**src/hw/decodePkg.sv**
```systemverilog
`default_nettype none

package decodePkg;

  // Datapath dimensions
  localparam int dataW   = 16;
  localparam int regSelW = 3;
  localparam int numRegs = 8;

  typedef logic [dataW-1:0]   wordT;    // Data or instruction word
  typedef logic [regSelW-1:0] regSelT;  // Register index
  typedef logic [4:0]         opcodeT;  // Instruction bits 15 to 11
  typedef logic [3:0]         aluOpT;
  typedef logic [1:0]         selT;     // bSrc, regSrc and regDst codes

  localparam wordT nopInstr = 16'h0800;

  // Opcodes
  localparam opcodeT opHalt  = 5'b00000;
  localparam opcodeT opNop   = 5'b00001;
  localparam opcodeT opAddi  = 5'b01000;
  localparam opcodeT opSubi  = 5'b01001;
  localparam opcodeT opXori  = 5'b01010;
  localparam opcodeT opAndni = 5'b01011;
  localparam opcodeT opBeqz  = 5'b01100;
  localparam opcodeT opBnez  = 5'b01101;
  localparam opcodeT opJ     = 5'b00100;
  localparam opcodeT opJr    = 5'b00101;
  localparam opcodeT opJal   = 5'b00110;
  localparam opcodeT opJalr  = 5'b00111;
  localparam opcodeT opSt    = 5'b10000;
  localparam opcodeT opLd    = 5'b10001;
  localparam opcodeT opSlbi  = 5'b10010;
  localparam opcodeT opLbi   = 5'b11000;
  localparam opcodeT opBtr   = 5'b11001;
  localparam opcodeT opAlu   = 5'b11011;
  localparam opcodeT opSeq   = 5'b11100;

  // Destination register codes
  localparam selT dstRs = 2'd0;
  localparam selT dstRt = 2'd1;
  localparam selT dstRd = 2'd2;
  localparam selT dstR7 = 2'd3;  // Link register

  // ALU B operand source
  localparam selT bSrcReg = 2'd0;
  localparam selT bSrcImm = 2'd1;
  localparam selT bSrcLbi = 2'd2;  // 8-bit immediate for LBI and SLBI

  // Writeback source
  localparam selT regSrcAlu = 2'd0;
  localparam selT regSrcMem = 2'd1;
  localparam selT regSrcPc  = 2'd2;  // Return address for JAL and JALR

endpackage

`default_nettype wire

```
**src/hw/decodeIfs.sv**
```systemverilog
`default_nettype none

interface regReadIf;
  import decodePkg::*;

  regSelT rsSel;
  regSelT rtSel;
  wordT   rsData;  // Bypassed read data
  wordT   rtData;

  modport requester (output rsSel, output rtSel, input rsData, input rtData);
  modport regFile (input rsSel, input rtSel, output rsData, output rtData);
endinterface

interface decodeCtrlIf;
  import decodePkg::*;

  aluOpT aluOp;
  selT   regSrc;
  selT   bSrc;
  selT   regDst;
  logic  regWrt, slbi, branch, zeroExt, set, sub, memEn;
  logic  invA, invB, memWrt, immSrc, aluJmp, halt, btr, jmp;

  modport source (
    output aluOp, regSrc, bSrc, regDst, regWrt, slbi, branch, zeroExt,
    output set, sub, memEn, invA, invB, memWrt, immSrc, aluJmp, halt, btr, jmp
  );

  modport sink (
    input aluOp, regSrc, bSrc, regDst, regWrt, slbi, branch, zeroExt,
    input set, sub, memEn, invA, invB, memWrt, immSrc, aluJmp, halt, btr, jmp
  );
endinterface

`default_nettype wire

```
**src/hw/instrDecoder.sv**
```systemverilog
`default_nettype none

module instrDecoder (
  input  decodePkg::opcodeT opcode,
  decodeCtrlIf.source       ctrl
);
  import decodePkg::*;

  always_comb begin
    ctrl.aluOp   = opcode[3:0];  // ALU op rides in the low opcode bits
    ctrl.regSrc  = regSrcAlu;
    ctrl.bSrc    = bSrcReg;
    ctrl.regDst  = dstRs;
    ctrl.regWrt  = 1'b1;  // Most instructions write back
    ctrl.slbi    = 1'b0;
    ctrl.branch  = 1'b0;
    ctrl.zeroExt = 1'b0;
    ctrl.set     = 1'b0;
    ctrl.sub     = 1'b0;
    ctrl.memEn   = 1'b0;
    ctrl.invA    = 1'b0;
    ctrl.invB    = 1'b0;
    ctrl.memWrt  = 1'b0;
    ctrl.immSrc  = 1'b0;
    ctrl.aluJmp  = 1'b0;
    ctrl.halt    = 1'b0;
    ctrl.btr     = 1'b0;
    ctrl.jmp     = 1'b0;

    case (opcode)
      opHalt: begin
        ctrl.halt   = 1'b1;
        ctrl.aluOp  = '0;
        ctrl.regWrt = 1'b0;
      end
      opNop: begin
        ctrl.aluOp  = '0;
        ctrl.regWrt = 1'b0;
      end
      opAddi, opSubi, opXori, opAndni: begin
        ctrl.regDst  = dstRt;
        ctrl.immSrc  = 1'b1;
        ctrl.bSrc    = bSrcImm;
        ctrl.sub     = (opcode == opSubi);
        ctrl.invA    = (opcode == opSubi);  // B minus A via inverted A
        ctrl.zeroExt = (opcode == opXori) || (opcode == opAndni);
        ctrl.invB    = (opcode == opAndni);
      end
      opBeqz, opBnez: begin
        ctrl.branch = 1'b1;
        ctrl.regWrt = 1'b0;
      end
      opJ, opJr: begin
        ctrl.jmp    = 1'b1;
        ctrl.aluJmp = (opcode == opJr);  // Target from Rs plus imm
        ctrl.regWrt = 1'b0;
      end
      opJal, opJalr: begin
        ctrl.jmp    = 1'b1;
        ctrl.aluJmp = (opcode == opJalr);
        ctrl.regDst = dstR7;
        ctrl.regSrc = regSrcPc;
      end
      opSt: begin
        ctrl.memEn  = 1'b1;
        ctrl.memWrt = 1'b1;
        ctrl.immSrc = 1'b1;
        ctrl.bSrc   = bSrcImm;
        ctrl.regWrt = 1'b0;
      end
      opLd: begin
        ctrl.memEn  = 1'b1;
        ctrl.immSrc = 1'b1;
        ctrl.bSrc   = bSrcImm;
        ctrl.regDst = dstRt;
        ctrl.regSrc = regSrcMem;
      end
      opSlbi, opLbi: begin
        ctrl.slbi   = (opcode == opSlbi);
        ctrl.bSrc   = bSrcLbi;
        ctrl.regDst = dstRs;
      end
      opBtr: begin
        ctrl.btr    = 1'b1;
        ctrl.regDst = dstRd;
      end
      opAlu, opSeq: begin
        ctrl.set    = (opcode == opSeq);
        ctrl.regDst = dstRd;
      end
      default: begin
        ctrl.regDst = dstRs;
      end
    endcase
  end

endmodule

`default_nettype wire

```
**src/hw/regFileBypass.sv**
```systemverilog
`default_nettype none

module regFileBypass (
  input  logic              clk,
  input  logic              arstN,
  regReadIf.regFile         rd,
  input  logic              writeEn,
  input  decodePkg::regSelT writeSel,
  input  decodePkg::wordT   writeData
);
  import decodePkg::*;

  wordT regs [numRegs];

  always_ff @(posedge clk or negedge arstN) begin
    if (!arstN) begin
      for (int i = 0; i < numRegs; i++) begin
        regs[i] <= '0;
      end
    end else if (writeEn) begin
      regs[writeSel] <= writeData;
    end
  end

  logic rsHit;
  logic rtHit;

  // Writeback in flight this cycle
  assign rsHit = writeEn && (rd.rsSel == writeSel);
  assign rtHit = writeEn && (rd.rtSel == writeSel);

  assign rd.rsData = rsHit ? writeData : regs[rd.rsSel];
  assign rd.rtData = rtHit ? writeData : regs[rd.rtSel];

endmodule

`default_nettype wire

```
**src/hw/hazardDetect.sv**
```systemverilog
`default_nettype none

module hazardDetect (
  input  logic              clk,
  input  logic              arstN,
  input  logic              stall,
  input  logic              memRead,
  input  logic              pcSrcX,
  input  decodePkg::regSelT regRtE,
  input  decodePkg::regSelT fdRs,
  input  decodePkg::regSelT fdRt,
  output logic              hazard,
  output logic              flush,
  output logic              prevHaz
);

  logic rtMatch;

  // Load in execute targets a source of the fetched instruction
  assign rtMatch = (regRtE == fdRs) || (regRtE == fdRt);
  assign hazard  = memRead && rtMatch && !stall;
  assign flush   = pcSrcX;  // Taken branch or jump resolved in execute

  always_ff @(posedge clk or negedge arstN) begin
    if (!arstN) begin
      prevHaz <= 1'b0;
    end else begin
      prevHaz <= hazard;
    end
  end

endmodule

`default_nettype wire

```
**src/hw/decodeStage.sv**
```systemverilog
`default_nettype none

module decodeStage (
  input  logic              clk,
  input  logic              arstN,
  input  logic              dataMemStall,
  input  logic              instrMemStall,
  input  logic              pcSrcX,
  input  logic              memReadE,
  input  logic              regWriteWb,
  input  decodePkg::wordT   instrFd,
  input  decodePkg::wordT   writeDataWb,
  input  decodePkg::regSelT writeRegSelWb,
  input  decodePkg::regSelT regRtE,
  output decodePkg::wordT   read1Data,
  output decodePkg::wordT   read2Data,
  output decodePkg::wordT   imm5Ext,
  output decodePkg::wordT   imm8Ext,
  output decodePkg::wordT   imm11Ext,
  output decodePkg::wordT   instrOut,
  output decodePkg::aluOpT  aluOp,
  output decodePkg::selT    bSrc,
  output decodePkg::selT    regSrc,
  output logic [1:0]        instrFunct,
  output logic [1:0]        brchCndSel,
  output decodePkg::regSelT registerRs,
  output decodePkg::regSelT registerRt,
  output decodePkg::regSelT writeRegSel,
  output logic              immSrc, invA, invB, memWrt, regWrt, branch, set, sub,
  output logic              memEn, aluJmp, slbi, halt, btr, jmp, hazard, flushOut
);
  import decodePkg::*;

  wordT instr;      // Instruction after NOP insertion and replay
  wordT prevInstr;  // Fetched word from the last cycle
  logic prevHaz;

  regReadIf    rdBus ();
  decodeCtrlIf ctrlBus ();

  always_ff @(posedge clk or negedge arstN) begin
    if (!arstN) begin
      prevInstr <= nopInstr;
    end else begin
      prevInstr <= instrFd;
    end
  end

  always_comb begin
    if (hazard || flushOut || dataMemStall) begin
      instr = nopInstr;
    end else if (prevHaz && (prevInstr != nopInstr)) begin
      instr = prevInstr;  // Replay the stalled instruction
    end else begin
      instr = instrFd;
    end
  end

  assign instrOut   = instr;
  assign registerRs = instr[10:8];
  assign registerRt = instr[7:5];
  assign instrFunct = instr[1:0];
  assign brchCndSel = instr[12:11];

  instrDecoder uDecoder (.opcode(instr[15:11]), .ctrl(ctrlBus.source));

  assign aluOp  = ctrlBus.aluOp;
  assign bSrc   = ctrlBus.bSrc;
  assign regSrc = ctrlBus.regSrc;
  assign immSrc = ctrlBus.immSrc;
  assign invA   = ctrlBus.invA;
  assign invB   = ctrlBus.invB;
  assign memWrt = ctrlBus.memWrt;
  assign regWrt = ctrlBus.regWrt;
  assign branch = ctrlBus.branch;
  assign set    = ctrlBus.set;
  assign sub    = ctrlBus.sub;
  assign memEn  = ctrlBus.memEn;
  assign aluJmp = ctrlBus.aluJmp;
  assign slbi   = ctrlBus.slbi;
  assign halt   = ctrlBus.halt;
  assign btr    = ctrlBus.btr;
  assign jmp    = ctrlBus.jmp;

  assign imm5Ext  = ctrlBus.zeroExt ? {11'h000, instr[4:0]} : {{11{instr[4]}}, instr[4:0]};
  assign imm8Ext  = ctrlBus.zeroExt ? {8'h00, instr[7:0]} : {{8{instr[7]}}, instr[7:0]};
  assign imm11Ext = {{5{instr[10]}}, instr[10:0]};  // Jump displacement

  always_comb begin
    case (ctrlBus.regDst)
      dstRs:   writeRegSel = instr[10:8];
      dstRt:   writeRegSel = instr[7:5];
      dstRd:   writeRegSel = instr[4:2];
      default: writeRegSel = 3'd7;
    endcase
  end

  assign rdBus.rsSel = registerRs;
  assign rdBus.rtSel = registerRt;
  assign read1Data   = rdBus.rsData;
  assign read2Data   = rdBus.rtData;

  regFileBypass uRegFile (
    .clk       (clk),
    .arstN     (arstN),
    .rd        (rdBus.regFile),
    .writeEn   (regWriteWb),
    .writeSel  (writeRegSelWb),
    .writeData (writeDataWb)
  );

  // Hazard check looks at the raw fetched fields
  hazardDetect uHazard (
    .clk     (clk),
    .arstN   (arstN),
    .stall   (dataMemStall || instrMemStall),
    .memRead (memReadE),
    .pcSrcX  (pcSrcX),
    .regRtE  (regRtE),
    .fdRs    (instrFd[10:8]),
    .fdRt    (instrFd[7:5]),
    .hazard  (hazard),
    .flush   (flushOut),
    .prevHaz (prevHaz)
  );

endmodule

`default_nettype wire

```
**config.mk**
```make
export PLATFORM = sky130hd
export DESIGN_NAME = decodeStage
export DESIGN_NICKNAME = d
export VERILOG_FILES = /design/src/hw/decodePkg.sv /design/src/hw/decodeIfs.sv /design/src/hw/instrDecoder.sv /design/src/hw/regFileBypass.sv /design/src/hw/hazardDetect.sv /design/src/hw/decodeStage.sv
export SDC_FILE = /design/constraint.sdc
export NUM_CORES = 1
export LEC_CHECK = 0
export ABC_AREA = 1
export BUFFER_PORTS_ARGS = -buffer_cell sky130_fd_sc_hd__buf_2
export CORE_ASPECT_RATIO = 0.8
export CORE_UTILIZATION = 55
export CTS_CLUSTER_SIZE = 25
export DETAILED_ROUTE_END_ITERATION = 16
export PLACE_DENSITY = 0.79
export SYNTH_ARGS = -nofsm -noshare
export SYNTH_HDL_FRONTEND = slang
export SYNTH_HIERARCHICAL = 1
export SYNTH_SLANG_ARGS = --single-unit
```
**constraint.sdc**
```tcl
create_clock -name clk -period 4.7 [get_ports clk]
set_clock_uncertainty 0.15 [all_clocks]
set_input_delay 0 -clock clk [delete_from_list [all_inputs] [get_ports clk]]
set_output_delay 0 -clock clk [all_outputs]
set_load 0.1 [all_outputs]
```
==> impl_results.md <==
- CP max stage delay: 0.66 ns
- Final Hold Fails: 0
- Iteration-0 DRC Markers: 1355
- Worst VDD drop: 0.0002087 V
- Critical path capture point type: output port
- Die ar.: 18020 sq um
- CP Cell Sequence: dlygate4sd3_1, buf_2, nand2_1, dlygate4sd3_1, a21oi_4, nor3_4, and3_2, buf_4, nand2_1, nand2_1, nand2_4, inv_6, nand2_1, nand2_1, buf_2
- Synth area leaders: dfrtp_1 37%, nand2_1 20%, nand3_1 13%, inv_1 7.4%, o21ai_0 6.9%
- Synth-to-layout area growth: 17.30%
- Synthesized instance count: 1468
- Most Crowded Layer GR: met2
- CP Max Fanout: 69
- Remaining DRCs: 0
- Placer Congestion: 0.9339
- First-pass GRT wire length: 48.20 mm
- Biggest area consumer among synthesized cells: dfrtp_1
- Total power: 4877 uW
- HPWL after detailed placement: 18.21 mm
- GRT Residual Overflow: 0
- Worst Path Arrival: 4.13 ns
- Num CTS Buffers: 17
- Synth Cell Area: 9617 sq um
- N_diodes: 0
- Setup TNS Final: 0 ns
- Synth warnings: 6
- I/O Pins: 178
- Met3 usage: 9.698%
- Post-Syn Nets: 1513
- Fin. max-slew vios: 0
- RSZ-0062 raised after global routing: false
- Power Density: 432.4 nW/um^2
- Std cell rows: 42
- WL/cell: 17.10 um
- DR pass1 iterations: 9
- Fill cells: 1436
- Die X: 149.8 um
- Syn Area/Cell: 6.551 sq um
- Max Root-Sink Buffers: 2
- Initial Util: 57.19%
- Htree depth: 4
- Relative slew slack: 12.39%
- # setup viols final: 0
- Initial antenna violation count: 0
- Max Cap Violations: 0
- Synth cell types: 36
- Fraction of layout cells with a size suffix above 1: 16.99%
- Via/cell ratio: 5.616
- Final Util: 67.08%
- Worst skew pair latency: 0.42 ns
- Status: completed
- Vias in the first global route: 9213
- Worst-Margin Slew: 1.310 ns
- Slowest cell on crit path: buf_4
- HP Class: input pin to flop
- Final Critical Period: 4.283 ns
- Startpoint types: input pin
- Post-DRT Antenna Nets: 0
- Cell mode on critical path: nand2_1
- Vias: 10125
- CTS Sinks: 145
- Leak: 0.006309 uW
- Met2 GRT Util: 53.41%
- Fin nets: 1615
- Pin count of the biggest net entering global routing: 98
- Die Span Y: 120.3 um
- Total GRT Usage: 34.91%
- CTS tree: built
- Port Buffers: 177
- Highest Clock Rate: 233.5 MHz
- Synth Register Bits: 145
- Worst-path clk slew: 0.06 ns
- Period utilisation layout: 91.12%
- Core ar.: 16820 sq um
- Wirelength, routed: 30.83 mm
- Req. time, crit path: 4.55 ns
- Crit Path Class: input pin to output port
- Register area share after synthesis: 37.74%
- Met1 Use GR: 46.94%
- Post-synth top area share: 37.47%
- Root Driver: clkbuf_16
worst max-delay path, delay by kind of cell:
kind | cells | cell delay, ns
buf+inv | 6 | 2.55
simple gates | 8 | 1.50
compound gates | 1 | 0.06
metal layers:
metal / routed length [um] / vias up
met2: 13890 / 625
met4: 870 / 0
met5: 0 / -
met3: 3227 / 76
li1: - / 4718
met1: 12840 / 4706
path summary, 6_finish.rpt:
check	from	to	slack, ns	cells after the start
min in group asynchronous	arstN	uRegFile/regs[35]$_DFFE_PN0P_	0.10	2
max in group asynchronous	arstN	uRegFile/regs[2]$_DFFE_PN0P_	3.12	3
setup reg to reg	uRegFile/regs[55]$_DFFE_PN0P_	uRegFile/regs[55]$_DFFE_PN0P_	3.75	2
hold reg to reg	uRegFile/regs[33]$_DFFE_PN0P_	uRegFile/regs[33]$_DFFE_PN0P_	0.34	2
hold / removal	writeRegSelWb[1]	uRegFile/regs[15]$_DFFE_PN0P_	0.04	5
setup / recovery	memReadE	read2Data[9]	0.42	15
flip-flops by register name (all words and copies together), names as in the netlist:
signal,flops
uRegFile/regs,128
prevInstr,16
uHazard/prevHaz,1
cells in the final DEF (no fill, tap or decap), drive strengths merged, types with 2 or more instances in the layout:
cell type      n
dlygate4sd3   36
nand2        521
o21ai        136
buf          190
nor3           4
nor2          45
dfrtp        144
a21oi          2
bufinv         4
nand3        245
and3           7
inv          204
clkbuf        20
nand4         12
clkinv         5
xnor2          3
timing repair:
action / CTS / global route
setup endpoints to repair: 0 / 30
setup buffers: 0 / 0
hold buffers: 36 / 0
hold endpoints to repair: 240 / 0
gates resized for setup: 0 / 1
cell usage after synthesis:
cell / number
a21oi_1: 1
a21oi_2: 1
a31oi_1: 1
and3_1: 6
and3_2: 1
buf_1: 4
buf_12: 1
buf_2: 38
buf_4: 61
buf_6: 4
buf_8: 1
clkbuf_1: 33
clkbuf_8: 1
dfrtp_1: 144
dfstp_2: 1
inv_1: 189
inv_2: 11
inv_6: 2
nand2_1: 514
nand2_2: 2
nand2_4: 4
nand2_8: 1
nand3_1: 245
nand4_1: 11
nand4_2: 1
nor2_1: 36
nor2_2: 8
nor2_4: 1
nor3_1: 1
nor3_2: 2
nor3_4: 1
o211ai_1: 1
o21ai_0: 132
o21ai_1: 4
or2_2: 1
xnor2_1: 3
final cells by class:
| class | instances | area (sq um) | area share, % |
|---|---|---|---|
| clock buffers | 20 | 456.7 | 4.048 |
| flip-flops and latches | 145 | 3630 | 32.18 |
| clock inverters | 12 | 177.7 | 1.575 |
| inverters | 202 | 768.2 | 6.810 |
| repair buffers | 226 | 1590 | 14.10 |
| multi-input cells | 978 | 4383 | 38.85 |
| well taps | 220 | 275.3 | 2.440 |
cell families (layout without fill, tap and decap cells):
kind of cell           Yosys count  count (layout)  share of synthesized area (%)
AO/OA/AOI/OAI                  140             140                          7.364
XOR/XNOR                         3               3                         0.2733
buffers and inverters          345             460                          17.15
flip-flops                     145             145                          37.74
AND/OR/NAND/NOR                835             835                          37.47
power breakdown:
group / switching, uW / total [uW] / internal (uW)
clock network: 552 / 1470 / 919
logic: 1370 / 1830 / 454
registers: 115 / 1580 / 1470
total: 2040 / 4880 / 2840
metrics by stage:
stage | cell area (sq um) | setup slack [ns] | cells | hold slack (ns)
4_1_cts | 11270 | 0.2262 | 1803 | 0.01470
6_report | 11280 | 0.4173 | 1803 | 0.04390
3_5_place_dp | 10280 | 1.146 | 1735 | -0.03140
3_3_place_gp | 10280 | 1.235 | 1735 | -0.03239
5_1_grt | 11280 | 0.1901 | 1803 | 0.05386
2_1_floorplan | 9653 | 0.01777 | 1468 | -0.4456
Power figures use the tool's default switching activity.
